**config.mk**
```make
export PLATFORM = sky130hd
export DESIGN_NAME = marker_scanner_flat
export DESIGN_NICKNAME = d
export VERILOG_FILES = /design/src/logic/flag_read_pkg.sv /design/src/logic/flag_buf_if.sv /design/src/logic/marker_scanner.sv /design/src/flat_wrapper.sv
export SDC_FILE = /design/constraint.sdc
export NUM_CORES = 1
export LEC_CHECK = 0
export BUFFER_PORTS_ARGS = -buffer_cell sky130_fd_sc_hd__buf_2
export CAP_MARGIN = 5
export CELL_PAD_IN_SITES_DETAIL_PLACEMENT = 2
export CELL_PAD_IN_SITES_GLOBAL_PLACEMENT = 2
export CORE_ASPECT_RATIO = 1.25
export CORE_MARGIN = 10
export CORE_UTILIZATION = 32
export DETAILED_ROUTE_END_ITERATION = 10
export HOLD_SLACK_MARGIN = 0.03
export MAX_ROUTING_LAYER = met4
export PLACE_DENSITY = 0.8
export SLEW_MARGIN = 0
export SYNTH_ARGS = -nofsm -noshare
export SYNTH_HDL_FRONTEND = slang
export SYNTH_SLANG_ARGS = --single-unit
```
**constraint.sdc**
```tcl
create_clock -name clk -period 5 [get_ports clk]
set_input_delay 1 -clock clk [delete_from_list [all_inputs] [get_ports clk]]
set_output_delay 1 -clock clk [all_outputs]
set_load 0.03 [all_outputs]
```
**src/logic/flag_read_pkg.sv**
```systemverilog
`default_nettype none

package flag_read_pkg;

   // buffer address, bank bit included
   parameter int def_addr_w = 10;

   parameter int def_size_w = 16; // marker width
   parameter int def_data_w = 32; // databus word and address
   parameter int def_len_w  = 8;  // burst length field

   typedef enum logic {
      burst_idle   = 1'b0,
      burst_active = 1'b1
   } burst_state_t;

endpackage

`default_nettype wire
```
**src/logic/flag_buf_if.sv**
```systemverilog
`timescale 1ns/1ps
`default_nettype none

interface flag_buf_if #(
   parameter int addr_w = flag_read_pkg::def_addr_w,
   parameter int size_w = flag_read_pkg::def_size_w
);

   // bank-relative addresses, the bank bit is added inside the ram
   logic              wr_en;
   logic [addr_w-2:0] wr_addr;
   logic [size_w-1:0] wr_data;
   logic              rd_en;
   logic [addr_w-2:0] rd_addr;
   logic [size_w-1:0] rd_data;

   modport producer (
      output wr_en, wr_addr, wr_data
   );

   modport consumer (
      output rd_en, rd_addr,
      input  rd_data
   );

   modport buffer (
      input  wr_en, wr_addr, wr_data, rd_en, rd_addr,
      output rd_data
   );

endinterface

`default_nettype wire

```
**src/logic/marker_scanner.sv**
```systemverilog
`timescale 1ns/1ps
`default_nettype none

module marker_scanner #(
   parameter int addr_w = flag_read_pkg::def_addr_w,
   parameter int size_w = flag_read_pkg::def_size_w
) (
   input  logic        clk,
   input  logic        rst,
   input  logic        run,
   input  logic        running,
   input  logic        disabled,
   input  logic [31:0] in0,
   input  logic [31:0] maximum,
   input  logic [31:0] delay0,
   input  logic        bus_busy,
   output logic [31:0] out0,
   output logic        done,

   flag_buf_if.consumer buf_rd
);

   logic [addr_w-2:0] ptr; // next marker to fetch
   logic              pend; // read issued last cycle, rd_data valid now
   logic [size_w-1:0] cur;
   logic [size_w-1:0] nxt;
   logic              cur_v;
   logic              nxt_v;
   logic [1:0]        occ_next;
   logic [31:0]       delay;
   logic              delay_done;
   logic              hit;
   logic              advance;
   logic              still_valid;

   assign delay_done = (delay == 32'd0);
   assign hit        = cur_v && (in0[size_w-1:0] == cur);
   assign advance    = running && delay_done && hit;

   // markers held plus in flight, after this cycle's pop
   assign occ_next = {1'b0, cur_v} + {1'b0, nxt_v} + {1'b0, pend} - {1'b0, advance};

   assign buf_rd.rd_en   = !run && (occ_next < 2'd2);
   assign buf_rd.rd_addr = ptr;

   always_ff @(posedge clk or posedge rst) begin
      if (rst) begin
         ptr   <= '0;
         pend  <= 1'b0;
         cur_v <= 1'b0;
         nxt_v <= 1'b0;
      end else if (run) begin
         ptr   <= '0;
         pend  <= 1'b0; // drop any stale read
         cur_v <= 1'b0;
         nxt_v <= 1'b0;
      end else begin
         pend <= buf_rd.rd_en;
         if (buf_rd.rd_en) begin
            ptr <= ptr + 1'b1;
         end
         if (advance) begin
            if (nxt_v) begin
               cur_v <= 1'b1;
               nxt_v <= pend;
            end else begin
               cur_v <= pend; // bypass straight from the ram
               nxt_v <= 1'b0;
            end
         end else if (pend) begin
            if (!cur_v) begin
               cur_v <= 1'b1;
            end else begin
               nxt_v <= 1'b1;
            end
         end
      end
   end

   // marker payload follows the valid bits above
   always_ff @(posedge clk) begin
      if (advance) begin
         cur <= nxt_v ? nxt : buf_rd.rd_data;
         if (nxt_v && pend) begin
            nxt <= buf_rd.rd_data;
         end
      end else if (pend) begin
         if (!cur_v) begin
            cur <= buf_rd.rd_data;
         end else begin
            nxt <= buf_rd.rd_data;
         end
      end
   end

   // out0 stays off for delay0+1 cycles after run
   always_ff @(posedge clk or posedge rst) begin
      if (rst) begin
         delay <= 32'd0;
      end else if (run) begin
         delay <= delay0 + 32'd1;
      end else if (!delay_done) begin
         delay <= delay - 32'd1;
      end
   end

   always_ff @(posedge clk or posedge rst) begin
      if (rst) begin
         still_valid <= 1'b0;
      end else if (run) begin
         still_valid <= 1'b1;
      end else if (running && (in0 >= maximum)) begin
         still_valid <= 1'b0;
      end
   end

   assign out0 = (delay_done && !disabled && hit) ? 32'hffff_ffff : 32'd0;
   assign done = (!running || disabled || !still_valid) && !bus_busy; // wait for burst end

endmodule

`default_nettype wire

```
**src/flat_wrapper.sv**
```systemverilog
// flat-port wrapper written by rule: the top's interface ports become plain ports
module marker_scanner_flat 
#(
   parameter int addr_w = flag_read_pkg::def_addr_w,
   parameter int size_w = flag_read_pkg::def_size_w
)
  (clk, rst, run, running, disabled, in0, maximum, delay0, bus_busy, out0, done, buf_rd_rd_en, buf_rd_rd_addr, buf_rd_rd_data);
  flag_buf_if #(.addr_w(addr_w), .size_w(size_w)) buf_rd_i ();
  input  logic clk;
  input  logic rst;
  input  logic run;
  input  logic running;
  input  logic disabled;
  input  logic [31:0] in0;
  input  logic [31:0] maximum;
  input  logic [31:0] delay0;
  input  logic bus_busy;
  output logic [31:0] out0;
  output logic done;
  output wire logic [$bits(buf_rd_i.rd_en)-1:0] buf_rd_rd_en;
  output wire logic [$bits(buf_rd_i.rd_addr)-1:0] buf_rd_rd_addr;
  input wire logic [$bits(buf_rd_i.rd_data)-1:0] buf_rd_rd_data;
  assign buf_rd_rd_en = buf_rd_i.rd_en;
  assign buf_rd_rd_addr = buf_rd_i.rd_addr;
  assign buf_rd_i.rd_data = buf_rd_rd_data;
  marker_scanner #(.addr_w(addr_w), .size_w(size_w)) u_core (.clk(clk), .rst(rst), .run(run), .running(running), .disabled(disabled), .in0(in0), .maximum(maximum), .delay0(delay0), .bus_busy(bus_busy), .out0(out0), .done(done), .buf_rd(buf_rd_i));
endmodule
```
# Word-level counts from Yosys, hierarchy flattened
# Index checks and enable logic that the tools add are counted.
# word_totals
word_cells,71
output_inout_bits,43
register_bits,77
inputBits,118
# op_classes
mux,25
add_sub_neg,6
n_eq_ne,4
order_cmp,2
n_reduce_logical,26
# ops
cell,count
$mux 16,8
$mux 32,3
$add 32x1->32 const B,1
$ge 32x32->1,1
$logic_not 32->1,1
$sub 32x1->32 const B,1
$mux 9,2
$eq 16x16->1,1
$mux 1,12
$add 9x1->9 const B,1
$logic_and 1x1->1,9
$reduce_bool 2->1,4
$ne 2x2->1 const B,3
$reduce_bool 3->1,2
$logic_not 1->1,5
$reduce_and 2->1,2
$reduce_and 3->1,1
$add 1x1->2,1
$add 2x1->2,1
$logic_or 1x1->1,2
$lt 2x2->1 const B,1
$sub 2x1->2,1

# Longest topological paths before layout
# logic_depth
depth_word,8
depth_mapped,16
ltp_nobuf,16

# Worst setup path after synthesis
# OpenSTA, ideal clock, no wires.
# synth_timing
path_type,reg2out
from,register u_core.delay[26]
to,output port buf_rd_rd_en
path_slack_ps,696
stages_incl_launch_ff,13
required_time_ps,4000
n_path_buf,1
arrival_time_ps,3304
path_cell_list,dfrtp_1 or4_4 or3_1 buf_6 nor4_1 and3_1 and2_1 ha_1 inv_1 ha_1 a21oi_1 xor2_1 and2_1
# synth_between
elab_chain_len,6
# synth_lines
element,line,rtl
start: declaration,marker_scanner.sv:30,logic [31:0] delay;
start signal: assignment,marker_scanner.sv:101,delay <= delay0 + 32'd1;
start signal: assignment,marker_scanner.sv:103,delay <= delay - 32'd1;
$logic_not 32->1,marker_scanner.sv:36,assign delay_done = (delay == 32'd0);
$logic_and 1x1->1 (2 in a row),marker_scanner.sv:38,assign advance = running && delay_done && hit;
$sub 2x1->2,marker_scanner.sv:41,"assign occ_next = {1'b0, cur_v} + {1'b0, nxt_v} + {1'b0, pend} - {1'b0, advance};"
$lt 2x2->1,marker_scanner.sv:43,assign buf_rd.rd_en = !run && (occ_next < 2'd2);
$logic_and 1x1->1,marker_scanner.sv:43,
end: declaration,flat_wrapper.sv:20,output wire logic [$bits(buf_rd_i.rd_en)-1:0] buf_rd_rd_en;
# No other way between the ends.

# Worst setup path after layout
# Same ends and word-level chain as after synthesis.

==> reports/results.tsv <==
stage	metric	value	unit
run_status	status	finished, final reports clean	
route	Via density	4.99	
worst_setup_path	critical path peak fanout	8	
floorplanning	Die X	137	µm
route	drt first pass iters	4	
worst_setup_path	worst setup path startpoint	u_core.delay[26]$_DFFE_PP0P_	
timing	minimum clock period	4.75	ns
clock_tree	CTS tree	built	
clock_tree	Clock Root Buffer	clkbuf_16	
synth	number of distinct library cells after synthesis	50	
synth	Synth Area in Compound Gates	8.49	%
timing	slew margin rel.	30.3	%
floorplanning	# IOs	161	
cells_and_area	area grow syn2layout	21.2	%
global_route	first-pass GRT wire length	28200	µm
placement	DP Worst Slack	0.282	ns
synth	post-synthesis sequential area ratio	38.3	%
synth	Synth Instances	559	
route	Initial DRC Count	143	
placement	HPWL Detailed	14900	µm
synth	Post-Synth Simple-Gate Area	17.8	%
synth	post-synthesis xor/xnor area fraction	12.1	%
global_route	vias in the first global route	5216	
synth	number of warnings issued by yosys	0	
job	Max-Cap Viols	0	
global_route	Overflow after GRT	0	
floorplanning	die height	166	µm
placement	placed insts	899	
synth	largest family of logic cells by synthesized area	simple AND/OR/NAND/NOR gates	
clock_tree	CTS sink cnt	77	
hold_path	Hold Startpoint	u_core.nxt[12]$_DFFE_PP_	
timing	fin crit share	94.9	%
floorplanning	Initial Utilization	32.5	%
synth	Async S/R FF share, synth	58.4	%
cells_and_area	final core utilization	39.4	%
timing	RSZ-0062 raised after global routing	false	
timing	worst setup margin	0.254	ns
worst_setup_path	r2r startpoint	u_core.delay[26]$_DFFE_PP0P_	
synth	mux cell area share after synthesis	5.21	%
timing	Slew @ Worst Pin	1.04	ns
power_and_ir_drop	maximum vdd drop	0.119	mV
route	drt drc	0	
worst_setup_path	reg2reg setup slack	0.98	ns
global_route	pin count of the biggest net entering global routing	46	
worst_setup_path	critical path required time	4.00	ns
cells_and_area	share of post-route cells with drive strength above 1	29.9	%
timing	maximum clock rate	211	MHz
timing	Slew Limit Fails	0	
cells_and_area	nets	848	
power_and_ir_drop	PD cells	271	nW/µm²
clock_tree	CTS Buf Count	9	
timing	final hold violations	0	
timing	Fin Setup TNS	0	ns
global_route	antenna violations before repair	2	
synth	syn nets	717	
worst_setup_path	worst reg2reg path depth	14	
cells_and_area	# fillers	1873	
synth	Post-synth EDFFs	32	
worst_setup_path	r2r endpoint	u_core.buf_rd.rd_addr[7]$_DFFE_PP0P_	
placement	gpl congestion	0.880	
hold_path	end of the worst hold path	u_core.cur[12]$_DFFE_PP_	
worst_setup_path	startpoint type of the worst setup path	flop	
route	vias	4580	
clock_tree	clk_lat worst skew	0.34	ns
synth	Netlist Area Pre-Place	5450	µm²
worst_setup_path	critical path type	flop to output pin	
synth	Yosys reg bits	77	
floorplanning	# rows	53	
global_route	gr usage total	16.0	%
clock_tree	Reg clk slew, reported paths	0.06	ns
hold_path	Hold Crit Depth	1	
power_and_ir_drop	Leakage Power	0.00308	µW
synth	Post-Synth Adder-Cell Area	9.18	%
clock_tree	CTS Hold Bufs	0	
floorplanning	Die ar.	22700	µm²
route	WL/cell	19.5	µm
floorplanning	Core Area	16800	µm²
cells_and_area	Non-Filler Instances	917	
timing	final setup vio count	0	
synth	Synth Area per Inst	9.75	µm²
clock_tree	H-tree levels	3	
synth	dominant synthesized flop cell	dfrtp_1	
timing	worst clock skew	0.00739	ns
cells_and_area	Final Instance Area	6610	µm²
placement	number of I/O port buffers	160	
placement	placed inst area	6260	µm²
route	antenna-violating nets left	0	
cells_and_area	Register Area	2090	µm²
clock_tree	clock buffer depth	2	
route	Routed WL	17900	µm
cells_and_area	area occupied by multi-input gates	2900	µm²
worst_setup_path	WP data arrival	3.75	ns
hold_path	min-delay worst type	flop to flop	
worst_setup_path	Critical Path End Type	output pin	
==> synthesized netlist by cell type (4+ instances only) <==
| cell type | count | share of area (%) |
|---|---|---|
| a21o_1 | 4 | 0.55 |
| a21oi_1 | 28 | 2.6 |
| and2_1 | 5 | 0.57 |
| and3_1 | 13 | 1.5 |
| and4_1 | 7 | 1.1 |
| buf_4 | 31 | 4.3 |
| clkbuf_1 | 11 | 0.76 |
| dfrtp_1 | 45 | 21 |
| edfxtp_1 | 32 | 18 |
| ha_1 | 40 | 9.2 |
| inv_1 | 46 | 3.2 |
| mux2_2 | 7 | 1.4 |
| mux2_4 | 9 | 2.5 |
| mux2i_1 | 7 | 1.3 |
| nand2_1 | 35 | 2.4 |
| nand3_1 | 20 | 1.8 |
| nand4_1 | 18 | 2.1 |
| nor2_1 | 26 | 1.8 |
| nor3_1 | 12 | 1.1 |
| nor4_1 | 8 | 0.92 |
| o21ai_0 | 19 | 1.7 |
| o22ai_1 | 13 | 1.5 |
| or3_1 | 9 | 1.0 |
| or4_1 | 4 | 0.55 |
| xnor2_1 | 38 | 6.1 |
| xor2_1 | 37 | 5.9 |
==> critical path, cell delays in order (launching register included) <==
cell	delay (ns)
dfrtp_1	0.41
or4_4	0.58
or3_4	0.42
nor4_4	0.29
and3_1	0.21
and2_1	0.20
ha_1	0.24
inv_1	0.06
ha_1	0.22
a21oi_1	0.18
xor2_1	0.20
and2_1	0.19
buf_2	0.21
==> area by class of cell <==
type                            count  area share [%]
Antenna cell                        2          0.0758
Tap cell                          220            4.17
Inverter                           46            2.61
Sequential cell                    77            31.6
Multi-Input combinational cell    391            44.0
Timing Repair Buffer              165            12.7
Clock buffer                        9            3.41
Clock inverter                      7            1.50
==> sequential cells by signal, indices dropped and copies added, names as in the netlist <==
register               count
u_core.pend                1
u_core.nxt_v               1
u_core.delay              32
u_core.nxt                16
u_core.still_valid         1
u_core.buf_rd.rd_addr      9
u_core.cur                16
u_core.cur_v               1
==> placed cells by master (no fill, tap or decap), types with 4 or more instances in the layout <==
cell type and n:
buf_2 160, inv_1 45, dfrtp_1 45, ha_1 40, xnor2_1 38, xor2_1 37, nand2_1 35, edfxtp_1 32
a21oi_1 28, nor2_1 26, nand3_1 20, o21ai_0 19, nand4_1 18, and3_1 13, o22ai_1 13, nor3_1 12
mux2_4 9, clkbuf_16 9, or3_1 8, nor4_1 7, and4_1 7, mux2i_1 7, mux2_2 7, and2_1 5
buf_4 5, a21o_1 4, or4_1 4
==> per-stage QoR <==
step | hold WS (ns) | power (µW)
after floorplan | 0.525 | 949
after global placement | 0.523 | 1070
after detailed placement | 0.540 | 1100
after CTS | 0.559 | 1810
after global routing | 0.558 | 1880
final | 0.556 | 1790
==> power by group <==
group / internal (µW) / leakage [µW] / switching [µW]
clock network: 439 / 0.000156 / 266
registers: 714 / 0.000852 / 51.0
logic: 143 / 0.00207 / 175
==> worst max-delay path by stage <==
| stage | to | cells after the start |
|---|---|---|
| floorplan | buf_rd_rd_en | 12 |
| global placement | buf_rd_rd_en | 12 |
| detailed placement | buf_rd_rd_en | 12 |
| CTS | buf_rd_rd_en | 12 |
| global route | buf_rd_rd_en | 12 |
| finish | buf_rd_rd_en | 12 |
==> per-layer routing <==
metal | wire [µm] | track usage (%) | up-vias
met5 | 0 | - | -
met4 | 137 | 3.76 | 0
met3 | 1120 | 3.24 | 13
met2 | 9880 | 29.8 | 123
met1 | 6720 | 16.5 | 2235
li1 | - | - | 2209
==> logic make-up after synthesis <==
family          after synthesis
flops                        77
compound gates               79
mux                          23
simple gates                174
fa+ha+maj                    40
xor+xnor                     75
buf+inv                      91
==> timing repair <==
action / in CTS / in global routing
gates resized for setup: 1 / 2
endpoints found under the setup margin: 1 / 1
buffers inserted: 0 / 0
(Power assumes the default switching activity.)
