### src/logic/flag_read_pkg.sv
`default_nettype none

package flag_read_pkg;

   // buffer address, bank bit included
   parameter int def_addr_w = 10;

   parameter int def_size_w = 16; // marker width
   parameter int def_data_w = 32; // databus word and address
   parameter int def_len_w  = 8;  // burst length field

   typedef enum logic {
      burst_idle   = 1'b0,
      burst_active = 1'b1
   } burst_state_t;

endpackage

`default_nettype wire
### src/logic/flag_buf_if.sv
`timescale 1ns/1ps
`default_nettype none

interface flag_buf_if #(
   parameter int addr_w = flag_read_pkg::def_addr_w,
   parameter int size_w = flag_read_pkg::def_size_w
);

   // bank-relative addresses, the bank bit is added inside the ram
   logic              wr_en;
   logic [addr_w-2:0] wr_addr;
   logic [size_w-1:0] wr_data;
   logic              rd_en;
   logic [addr_w-2:0] rd_addr;
   logic [size_w-1:0] rd_data;

   modport producer (
      output wr_en, wr_addr, wr_data
   );

   modport consumer (
      output rd_en, rd_addr,
      input  rd_data
   );

   modport buffer (
      input  wr_en, wr_addr, wr_data, rd_en, rd_addr,
      output rd_data
   );

endinterface

`default_nettype wire

### src/logic/burst_filler.sv
`timescale 1ns/1ps
`default_nettype none

module burst_filler #(
   parameter int addr_w = flag_read_pkg::def_addr_w,
   parameter int size_w = flag_read_pkg::def_size_w,
   parameter int data_w = flag_read_pkg::def_data_w,
   parameter int len_w  = flag_read_pkg::def_len_w
) (
   input  logic              clk,
   input  logic              rst,
   input  logic              run,
   input  logic [data_w-1:0] ext_addr,
   input  logic [len_w-1:0]  length,

   output logic              databus_valid,
   input  logic              databus_ready,
   output logic [data_w-1:0] databus_addr,
   input  logic [data_w-1:0] databus_rdata,
   output logic [len_w-1:0]  databus_len,
   input  logic              databus_last,

   flag_buf_if.producer      buf_wr
);

   flag_read_pkg::burst_state_t state;

   logic [addr_w-2:0] beat; // index of the next returned word
   logic              beat_ok;

   assign databus_valid = (state == flag_read_pkg::burst_active);
   assign beat_ok       = databus_valid && databus_ready;

   // request held stable for the whole burst
   always_ff @(posedge clk or posedge rst) begin
      if (rst) begin
         state        <= flag_read_pkg::burst_idle;
         beat         <= '0;
         databus_addr <= '0;
         databus_len  <= '0;
      end else if (run) begin
         state        <= flag_read_pkg::burst_active;
         beat         <= '0;
         databus_addr <= ext_addr;
         databus_len  <= length;
      end else if (beat_ok) begin
         beat <= beat + 1'b1;
         if (databus_last) begin
            state <= flag_read_pkg::burst_idle; // final beat of the burst
         end
      end
   end

   // returned word lands in the write bank in the same cycle
   assign buf_wr.wr_en   = beat_ok;
   assign buf_wr.wr_addr = beat;
   assign buf_wr.wr_data = databus_rdata[size_w-1:0]; // markers sit in the low bits

endmodule

`default_nettype wire

### src/flat_wrapper.sv
// flat-port wrapper written by rule: the top's interface ports become plain ports
module burst_filler_flat 
#(
   parameter int addr_w = flag_read_pkg::def_addr_w,
   parameter int size_w = flag_read_pkg::def_size_w,
   parameter int data_w = flag_read_pkg::def_data_w,
   parameter int len_w  = flag_read_pkg::def_len_w
)
  (clk, rst, run, ext_addr, length, databus_valid, databus_ready, databus_addr, databus_rdata, databus_len, databus_last, buf_wr_wr_en, buf_wr_wr_addr, buf_wr_wr_data);
  flag_buf_if #(.addr_w(addr_w), .size_w(size_w)) buf_wr_i ();
  input  logic clk;
  input  logic rst;
  input  logic run;
  input  logic [data_w-1:0] ext_addr;
  input  logic [len_w-1:0] length;
  output logic databus_valid;
  input  logic databus_ready;
  output logic [data_w-1:0] databus_addr;
  input  logic [data_w-1:0] databus_rdata;
  output logic [len_w-1:0] databus_len;
  input  logic databus_last;
  output wire logic [$bits(buf_wr_i.wr_en)-1:0] buf_wr_wr_en;
  output wire logic [$bits(buf_wr_i.wr_addr)-1:0] buf_wr_wr_addr;
  output wire logic [$bits(buf_wr_i.wr_data)-1:0] buf_wr_wr_data;
  assign buf_wr_wr_en = buf_wr_i.wr_en;
  assign buf_wr_wr_addr = buf_wr_i.wr_addr;
  assign buf_wr_wr_data = buf_wr_i.wr_data;
  burst_filler #(.addr_w(addr_w), .size_w(size_w), .data_w(data_w), .len_w(len_w)) u_core (.clk(clk), .rst(rst), .run(run), .ext_addr(ext_addr), .length(length), .databus_valid(databus_valid), .databus_ready(databus_ready), .databus_addr(databus_addr), .databus_rdata(databus_rdata), .databus_len(databus_len), .databus_last(databus_last), .buf_wr(buf_wr_i));
endmodule
### config.mk
export PLATFORM = sky130hd
export DESIGN_NAME = burst_filler_flat
export DESIGN_NICKNAME = d
export VERILOG_FILES = /design/src/logic/flag_read_pkg.sv /design/src/logic/flag_buf_if.sv /design/src/logic/burst_filler.sv /design/src/flat_wrapper.sv
export SDC_FILE = /design/constraint.sdc
export NUM_CORES = 1
export LEC_CHECK = 0
export ABC_AREA = 1
export BUFFER_PORTS_ARGS = -buffer_cell sky130_fd_sc_hd__buf_2
export CAP_MARGIN = 10
export CORE_ASPECT_RATIO = 1.1
export CORE_MARGIN = 2
export CORE_UTILIZATION = 37
export CTS_CLUSTER_DIAMETER = 40
export DETAILED_ROUTE_END_ITERATION = 7
export GPL_ROUTABILITY_DRIVEN = 0
export PLACE_DENSITY = 0.78
export SYNTH_ARGS = -nofsm -noshare
export SYNTH_HDL_FRONTEND = slang
export SYNTH_SLANG_ARGS = --single-unit
### constraint.sdc
create_clock -name clk -period 1.6 [get_ports clk]
set_input_delay 0.32 -clock clk [delete_from_list [all_inputs] [get_ports clk]]
set_output_delay 0.32 -clock clk [all_outputs]
set_load 0.02 [all_outputs]
# Word-level counts from Yosys, hierarchy flattened
# Index checks and enable logic that the tools add are counted.
totals:
  regBits: 50
  inputBits: 77
  word_cells: 14
op_classes:
  addsub: 1
  muxes: 5
  reduce_logical: 4
op_table:
  columns: ["cell", "n"]
  rows:
  - ["$mux 9", 2]
  - ["$add 9x1->9 const B", 1]
  - ["$reduce_bool 2->1", 2]
  - ["$mux 1", 3]
  - ["$reduce_and 2->1", 1]
  - ["$logic_and 1x1->1", 1]

# Longest topological paths before layout
# Gate-level depths: netlist of the first run.
depth:
  ltp_word: 3
  mapped_depth: 6
  mapped_depth_nobuf: 6

# Worst setup path before layout of the first run
# OpenSTA, ideal clock, no wires.
synth_path:
  kind: "flip-flop to flip-flop"
  startpoint: "register u_core.beat[0], in the netlist u_core.buf_wr.wr_addr[0]"
  endpoint: "register u_core.beat[4], in the netlist u_core.buf_wr.wr_addr[4]"
  setup_ns: 0.119
  arrival_ns: 1.043
  required_time_ns: 1.481
  path_slack_ns: 0.438
  path_stages_with_launch: 7
  cell_sequence: "dfrtp_1 > ha_1 > inv_1 > nor2_4 > nand3_1 > nand2_1 > nor2_1"
synth_between:
  elab_chain_len: 3
synth_lines:
  columns: ["item", "line", "text"]
  rows:
  - ["start, declared", "burst_filler.sv:28", "logic [addr_w-2:0] beat;"]
  - ["start signal, assigned", "burst_filler.sv:47", "beat <= beat + 1'b1;"]
  - ["$add 9x1->9", "burst_filler.sv:47", null]
  - ["$mux 9", "burst_filler.sv:46", "end else if (beat_ok) begin"]
  - ["$mux 9", "burst_filler.sv:41", "end else if (run) begin"]
# Every way passes these cells. The select of a mux whose other input is x is not followed.
# A chain may end at the register's enable or synchronous reset.

# Worst setup path after layout of the first run
layout_path:
  startpoint: "register u_core.state, in the netlist u_core.databus_valid"
  endpoint: "output port buf_wr_wr_en"
layout_between:
  elab_chain_len: 1
layout_lines:
  columns: ["item", "line", "text"]
  rows:
  - ["start, declared", "burst_filler.sv:26", "flag_read_pkg::burst_state_t state;"]
  - ["start signal, assigned", "burst_filler.sv:37", "state <= flag_read_pkg::burst_idle;"]
  - ["start signal, assigned", "burst_filler.sv:42", "state <= flag_read_pkg::burst_active;"]
  - ["start signal, assigned", "burst_filler.sv:49", "state <= flag_read_pkg::burst_idle;"]
  - ["$logic_and 1x1->1", "burst_filler.sv:32", "assign beat_ok = databus_valid && databus_ready;"]
  - ["end, declared", "flat_wrapper.sv:22", "output wire logic [$bits(buf_wr_i.wr_en)-1:0] buf_wr_wr_en;"]
# Every way passes these cells.

==> impl_metrics.json, run 1 <==
{
  "outcome": "complete, no violations",
  "port_buffers": 95,
  "grt_pass1_wl_um": 7510,
  "register_area_um2": 1250,
  "p_int_mw": 1.87,
  "synth_cells": 253,
  "cts_setup_buffers": 0,
  "p_comb_frac": 0.174,
  "p_seq_frac": 0.540,
  "cts_inserted_buffers": 5,
  "drv_cap": 0,
  "synth_area_um2": 2150,
  "yosysSeqAreaShare": 0.583,
  "antenna_found_initial": 0,
  "initial_core_util": 0.377,
  "grt_start_max_net_pins": 51,
  "tightestPinTransition_ns": 0.399,
  "fmax_mhz": 703,
  "hp-class": "in2async",
  "synthMuxAreaShare": 0,
  "rsz0062_at_grt": "false",
  "drive_above_1_share": 0.333,
  "switchingPower_mw": 0.742,
  "dp_hpwl_um": 3160,
  "endpoint_kind": "primary output",
  "vdd_drop_max_mv": 0.609,
  "area.growth.synth_to_final_pct": 24.8,
  "diodes": 0,
  "r2r_setup_slack_ns": 0.46,
  "synth_xor_area_frac": 0,
  "synthesis.nets": 331,
  "synth_top_family_by_area": "simple AND/OR/NAND/NOR gates",
  "drc": 0,
  "multi_input_area_um2": 686,
  "first_pass_iters": 4,
  "cts_tree": "yes",
  "dp_cells": 402,
  "finalClockSkew_ns": 0.00458,
  "p_leak_nw": 1.57,
  "clockBufferDepth": 2,
  "clk_latency_ns": 0.29,
  "gr-total-overflow": 0,
  "synth_adder_area_share": 0.00583,
  "critPathLaunchType": "flop",
  "worstPathMaxFanout": 5,
  "drt_first_iter_violations": 67,
  "die_h_um": 83.9,
  "num_vias": 1751,
  "fp.dieW_um": 76.6,
  "finalCritPeriodShare": 0.889,
  "worst-setup-path-type": "reg2out",
  "cp.required_ns": 1.28,
  "synth_compound_area_frac": 0.0163,
  "power_mw": 2.61,
  "power_frac_clock": 0.285,
  "nets": 410,
  "critPathArrivalTime_ns": 1.10,
  "worst_slack_ns": 0.178,
  "slew_headroom": 0.734,
  "slew_viol_final": 0,
  "drt_wl_total_um": 4420,
  "ys_ff_latch": 50,
  "layout_commonest_cell": "nand2_1",
  "grt_pass1_vias": 1744,
  "swShare": 0.284,
  "top_level_ports": 144,
  "cts_root_buf": "clkbuf_8",
  "htree_levels": 2,
  "final_core_util": 0.470,
  "cts.repair.resized": 0,
  "timing.setup.tns_ns": 0,
  "period_minus_slack_ns": 1.42,
  "hold_viol": 0,
  "mostFrequentLayoutCells": "nand2_1 (139), buf_2 (95), dfrtp_1 (50), nor2_1 (12)",
  "synthSimpleGateAreaFrac": 0.297,
  "ant_nets": 0,
  "clk_pin_slew_worst_paths_ns": 0.09,
  "power_density_nw_per_um2": 976,
  "rr_startpoint": "u_core.buf_wr.wr_addr[0]",
  "fillers": 596,
  "post_drt_wl_per_cell_um": 10.8,
  "rr_worst_depth": 6,
  "finalSetupViolations": 0,
  "yosysUniqueCellTypes": 16,
  "die-area_um2": 6430,
  "row_count": 29,
  "post-place-ws_ns": 0.468,
  "syn_avg_cell_area_um2": 8.48,
  "clock_sinks": 50,
  "vias_per_cell": 4.27,
  "grt_use_total": 0.145,
  "worstReg2RegEnd": "u_core.buf_wr.wr_addr[4]",
  "cts_hold_buf": 0,
  "yosys_warnings": 0,
  "core_um2": 5700,
  "fin_cells": 410
}
==> critical path, stage by stage, from the launching register on <==
cell	delay [ns]
dfrtp_1	0.42
nand2_1	0.11
inv_1	0.10
buf_2	0.17
==> synthesized netlist by cell type, drive strengths merged <==
cell type / instances / area share
nand3: 6 / 0.016
nor2: 14 / 0.031
inv: 8 / 0.014
ha: 1 / 0.0058
o21ai: 2 / 0.0047
a21oi: 5 / 0.012
nand2: 140 / 0.25
dfrtp: 50 / 0.58
buf: 26 / 0.083
nor3b: 1 / 0.0035
==> per-stage QoR <==
step | cell area [µm²] | hold WS, ns
floorplan | 2150 | 0.433
global placement | 2590 | 0.388
detailed placement | 2590 | 0.391
CTS | 2680 | 0.0596
global route | 2680 | 0.0719
finish | 2680 | 0.0497
==> cell families after synthesis <==
kind of cell,count (synthesis)
adders and majority gates,1
buffers and inverters,34
AOI/OAI and AO/OA,7
DFF,50
and+or+nand+nor,161
==> per-layer routing <==
metal,up-vias,wire length (µm),global-route usage,part of all wire
met2,56,2170,0.263,0.49
met4,0,54,0.0446,0.012
met1,786,1890,0.164,0.43
met3,6,310,0.0433,0.070
li1,903,-,-,-
met5,-,0,0,0
==> power by group through the flow <==
stage | sequential, mW | clock, mW | combinational (mW)
floorplan | 1.55 | 0 | 0.209
global placement | 1.43 | 0 | 0.458
detailed placement | 1.44 | 0 | 0.468
CTS | 1.41 | 0.773 | 0.467
global route | 1.42 | 0.815 | 0.508
finish | 1.41 | 0.745 | 0.456
==> cell type report <==
| class | count | share of cell area |
|---|---|---|
| inverter | 8 | 0.0112 |
| timing repair buffer | 98 | 0.195 |
| clock inverter | 1 | 0.00187 |
| tap | 77 | 0.0360 |
| multi-input combinational | 169 | 0.256 |
| sequential | 50 | 0.467 |
| clock buffer | 7 | 0.0322 |
==> how the worst max path moves through the flow <==
stage	slack, ns	end	depth (start not counted)	start
6_report	0.18	buf_wr_wr_en	3	u_core.databus_valid
5_1_grt	0.08	buf_wr_wr_en	3	u_core.databus_valid
2_1_floorplan	0.08	u_core.buf_wr.wr_addr[0]	1	rst
3_3_place_gp	0.49	buf_wr_wr_en	4	databus_ready
4_1_cts	0.17	buf_wr_wr_en	3	u_core.databus_valid
3_5_place_dp	0.47	u_core.buf_wr.wr_addr[4]	6	u_core.buf_wr.wr_addr[0]
==> registers in the layout, summed over array words and instances, names as in the netlist <==
| signal | flops |
|---|---|
| u_core.databus_addr | 32 |
| u_core.buf_wr.wr_addr | 9 |
| u_core.databus_len | 8 |
| u_core.databus_valid | 1 |
Note: power is estimated with default switching activity, not from simulation.
==> inputs of run 2 (changes only) <==
- CELL_PAD_IN_SITES_DETAIL_PLACEMENT: not set -> 1
- CELL_PAD_IN_SITES_GLOBAL_PLACEMENT: not set -> 2
- CORE_UTILIZATION: 37 -> 19
- PLACE_DENSITY: 0.78 -> 0.77
==> run 2 against run 1 <==
  * Core utilization is 21 points lower
  * Global-route usage is 4.8 points lower
  * Die area increased by 89%
  * Combinational power increased by 4%
  * Register-to-register slack barely moved
  * Flip-flop and latch count stayed put
  * Cell count up 18%
  * Critical path type unchanged
==> impl_metrics.json, run 2 (same netlist as run 1, synthesis figures left out) <==
{
  "critPathLaunchType": "flop",
  "finalCritPeriodShare": 0.891,
  "cp_num_cells": 3,
  "cp.required_ns": 1.28,
  "htree_levels": 2,
  "cts_setup_buffers": 0,
  "fmax_mhz": 702,
  "placed_area_um2": 2700,
  "vdd_drop_max_mv": 0.389,
  "fp.dieW_um": 105,
  "met3_usage": 0.0337,
  "ant_nets": 0,
  "post_drt_wl_per_cell_um": 11.9,
  "worstPathCellList": "nand2_1 -> inv_1 -> buf_2",
  "use_met1": 0.117,
  "clockBufferDepth": 2,
  "grt_pass1_vias": 1908,
  "clock_sinks": 50,
  "finalClockSkew_ns": 0.00112,
  "final_core_util": 0.261,
  "vias_per_cell": 3.82,
  "critPathBufInv": 2,
  "grt.met2_usage": 0.164,
  "cts_inserted_buffers": 5,
  "clk_latency_ns": 0.29,
  "grt_pass1_wl_um": 9390,
  "mostFrequentLayoutCells": "nand2_1 (139), buf_2 (95), dfrtp_1 (50), nor2_1 (12), inv_1 (6)",
  "p_leak_nw": 1.62,
  "layout_commonest_cell": "nand2_1",
  "cts_hold_buf": 0,
  "fillers": 1324,
  "critPathArrivalTime_ns": 1.11,
  "grt_start_max_net_pins": 37,
  "outcome": "complete, no violations",
  "finalSetupViolations": 0,
  "worst_slack_ns": 0.175,
  "endpoint_kind": "primary output",
  "core_um2": 11000,
  "path_delay_family": "flip-flops",
  "tightestPinTransition_ns": 0.415,
  "grt.busiest_layer": "met2",
  "grt_use_total": 0.0975,
  "slew_headroom": 0.723,
  "rsz0062_at_grt": "false",
  "top_register": "u_core.databus_addr",
  "cts_root_buf": "clkbuf_16",
  "dp_hpwl_um": 4200,
  "worst-setup-path-type": "reg2out",
  "post-place-ws_ns": 0.449,
  "nets": 413,
  "drc": 0,
  "num_vias": 1846,
  "final_cell_area_um2": 2860,
  "multi_input_area_um2": 686,
  "first_pass_iters": 4,
  "drive_above_1_share": 0.342,
  "hold_viol": 0,
  "timing.setup.tns_ns": 0,
  "clk_pin_slew_worst_paths_ns": 0.07,
  "worstPathMaxFanout": 5,
  "port_buffers": 95,
  "initial_core_util": 0.196,
  "power_density_nw_per_um2": 1080,
  "top_level_ports": 144,
  "cpPeakStageDelay_ns": 0.43,
  "slew_viol_final": 0,
  "die-area_um2": 12200,
  "row_count": 40,
  "die_h_um": 115,
  "rr_worst_depth": 6,
  "area.growth.synth_to_final_pct": 33.4,
  "drt_wl_total_um": 5740,
  "gr-total-overflow": 0,
  "cts_tree": "yes",
  "drt_first_iter_violations": 56,
  "largest_reg_flops": 32,
  "diodes": 0,
  "antenna_found_initial": 0,
  "crit_slowest_cell": "dfrtp_1",
  "register_area_um2": 1250,
  "cts.repair.resized": 0,
  "drv_cap": 0,
  "period_minus_slack_ns": 1.43,
  "hp-class": "in2async"
}
run 2: changes by cell type in the layout (fill, tap and decap cells not counted), sizes merged:
cell	delta
clkbuf	-2
bufinv	+1
clkinv	+1
buf	+3
run 2: stage by stage:
step / total power, mW / hold WS (ns) / std cells
final: 3.08 / 0.0182 / 483
after global placement: 1.91 / 0.344 / 475
after detailed placement: 1.93 / 0.350 / 475
after floorplan: 1.76 / 0.433 / 253
after CTS: 3.16 / 0.0314 / 483
after global routing: 3.26 / 0.0436 / 483
run 2: metal layers:
metal | part of all wire | vias up
met3 | 0.069 | 6
met2 | 0.48 | 59
met1 | 0.43 | 872
li1 | - | 909
met4 | 0.012 | 0
met5 | 0 | -
run 2: final timing paths:
kind	startpoint	endpoint	slack, ns
min in group clk	ext_addr[2]	u_core.databus_addr[2]	0.23
max in group asynchronous	rst	u_core.buf_wr.wr_addr[7]	1.04
setup / recovery	u_core.databus_valid	buf_wr_wr_en	0.17
hold / removal	rst	u_core.databus_addr[1]	0.02
setup reg to reg	u_core.buf_wr.wr_addr[0]	u_core.buf_wr.wr_addr[8]	0.46
hold reg to reg	u_core.databus_len[3]	u_core.databus_len[3]	0.47
run 2: final cells by class:
class | instances | area share
Clock buffer | 5 | 0.0437
Clock inverter | 3 | 0.0140
Inverter | 8 | 0.0105
Multi-Input combinational cell | 169 | 0.240
Sequential cell | 50 | 0.437
Tap cell | 147 | 0.0643
Timing Repair Buffer | 101 | 0.191
run 2: power by group:
group	internal (mW)	switching (mW)
registers	1.36	0.0541
logic	0.168	0.306
clock network	0.732	0.461
==> inputs of run 3 (changes only) <==
- CTS_BUF_LIST: not set -> sky130_fd_sc_hd__clkbuf_16
- MAX_ROUTING_LAYER: not set -> met4
==> run 3 against run 2 <==
  * Total power barely moved
  * Via count unchanged
  * First-iteration DRC count is 1.8% higher
  * Flip-flop and latch count unchanged
  * Fmax hardly changed
  * Setup slack about the same
  * Combinational power is essentially flat
  * Global-route usage up 0.32 points
  * Critical endpoint unchanged
  * Largest cell class unchanged
  * Largest power group unchanged
  * Highest routed layer unchanged
==> impl_metrics.json, run 3 (same netlist as run 1, synthesis figures left out) <==
{
  "outcome": "complete, no violations",
  "num_vias": 1846,
  "cts_setup_buffers": 0,
  "power_mw": 3.08,
  "fp.dieW_um": 105,
  "power_density_nw_per_um2": 1080,
  "die_h_um": 115,
  "clk_pin_slew_worst_paths_ns": 0.07,
  "drive_above_1_share": 0.342,
  "core_um2": 11000,
  "htree_levels": 2,
  "nets": 413,
  "clockBufferDepth": 2,
  "endpoint_kind": "primary output",
  "mostFrequentLayoutCells": "nand2_1 (139), buf_2 (95), dfrtp_1 (50), nor2_1 (12), inv_1 (6)",
  "wl_met3_um": 336,
  "cts_root_buf": "clkbuf_16",
  "rr_worst_depth": 6,
  "worst-setup-path-type": "reg2out",
  "top_layer": "met4",
  "initial_core_util": 0.196,
  "grt_pass1_vias": 1909,
  "rr_startpoint": "u_core.buf_wr.wr_addr[0]",
  "drt_first_iter_violations": 57,
  "top_register": "u_core.databus_addr",
  "rsz0062_at_grt": "false",
  "critPathLaunchType": "flop",
  "p_leak_nw": 1.62,
  "cpPeakStageDelay_ns": 0.43,
  "cts.repair.resized": 0,
  "die-area_um2": 12200,
  "final_cell_area_um2": 2860,
  "worstReg2RegEnd": "u_core.buf_wr.wr_addr[8]",
  "largest_reg_flops": 32,
  "drt_wl_total_um": 5740,
  "hp-class": "in2async",
  "port_buffers": 95,
  "cts_tree": "yes",
  "grt_start_max_net_pins": 37,
  "placed_area_um2": 2700,
  "layout_commonest_cell": "nand2_1",
  "slew_viol_final": 0,
  "period_minus_slack_ns": 1.43,
  "timing.setup.tns_ns": 0,
  "crit_path_end": "buf_wr_wr_en",
  "ant_nets": 0,
  "worstPathCellList": "nand2_1 -> inv_1 -> buf_2",
  "post_drt_wl_per_cell_um": 11.9,
  "fmax_mhz": 702,
  "diodes": 0,
  "area.growth.synth_to_final_pct": 33.4,
  "finalSetupViolations": 0,
  "slew_headroom": 0.723,
  "finalClockSkew_ns": 0.00122,
  "cts_hold_buf": 0,
  "wl_met2_um": 2790,
  "first_pass_iters": 4,
  "drc": 0,
  "antenna_found_initial": 0,
  "vdd_drop_max_mv": 0.389,
  "grt_use_total": 0.101,
  "cp.required_ns": 1.28,
  "clk_latency_ns": 0.29,
  "cts_inserted_buffers": 5,
  "hold_viol": 0,
  "gr-total-overflow": 0,
  "row_count": 40,
  "r2r_setup_slack_ns": 0.46,
  "holdWs_ns": 0.0186,
  "cp_num_cells": 3,
  "cp-startpoint": "u_core.databus_valid",
  "clock_sinks": 50,
  "finalCritPeriodShare": 0.891,
  "tightestPinTransition_ns": 0.415,
  "critPathBufInv": 2,
  "crit_slowest_cell": "dfrtp_1",
  "drv_cap": 0,
  "path_delay_family": "flip-flops",
  "wl_met1_um": 2540,
  "grt_pass1_wl_um": 9380,
  "critPathArrivalTime_ns": 1.11,
  "dp_hpwl_um": 4200,
  "top_level_ports": 144,
  "worstPathMaxFanout": 5,
  "vias_per_cell": 3.82
}
-- run 3: cell counts in the layout (fill, tap and decap cells not counted) --
No cell type changed its count.
-- run 3: power by group --
part | internal, mW | switching (mW) | total, mW
sequential | 1.36 | 0.0542 | 1.41
clock | 0.732 | 0.461 | 1.19
combinational | 0.168 | 0.306 | 0.474
total | 2.26 | 0.821 | 3.08
-- run 3: final cells by class --
class / count / area, µm²
Fill cell: 1324 / 8100
Clock inverter: 3 / 40.0
Clock buffer: 5 / 125
Sequential cell: 50 / 1250
Tap cell: 147 / 184
Multi-Input combinational cell: 169 / 686
Inverter: 8 / 30.0
Timing Repair Buffer: 101 / 546
-- run 3: layer usage --
layer	global-route usage	vias up
met5	-	-
met4	0.0329	0
met3	0.0281	6
met2	0.163	59
met1	0.121	872
li1	-	909
-- run 3: worst reg2reg max path, stage by stage (launching register included) --
cell and delay, ns:
dfrtp_1 0.42, ha_1 0.17, inv_1 0.07, nor2_4 0.19, nand3_1 0.09, nand2_1 0.06
nor2_1 0.04
-- run 3: worst min-delay path by stage --
stage	cells after the start	slack, ns	startpoint	end
after floorplan	2	0.43	ext_addr[8]	u_core.databus_addr[8]
after global placement	2	0.34	rst	u_core.databus_len[5]
after detailed placement	2	0.35	rst	u_core.databus_addr[2]
after CTS	2	0.03	rst	u_core.databus_addr[2]
after global routing	2	0.04	rst	u_core.databus_addr[2]
final	2	0.02	rst	u_core.databus_addr[1]
-- run 3: metrics by stage --
stage / instances / setup slack [ns] / utilization
3_5_place_dp: 475 / 0.449 / 0.246
6_report: 483 / 0.175 / 0.261
2_1_floorplan: 253 / 0.0788 / -
5_1_grt: 483 / 0.102 / 0.261
3_3_place_gp: 475 / 0.468 / 0.246
4_1_cts: 483 / 0.147 / 0.261
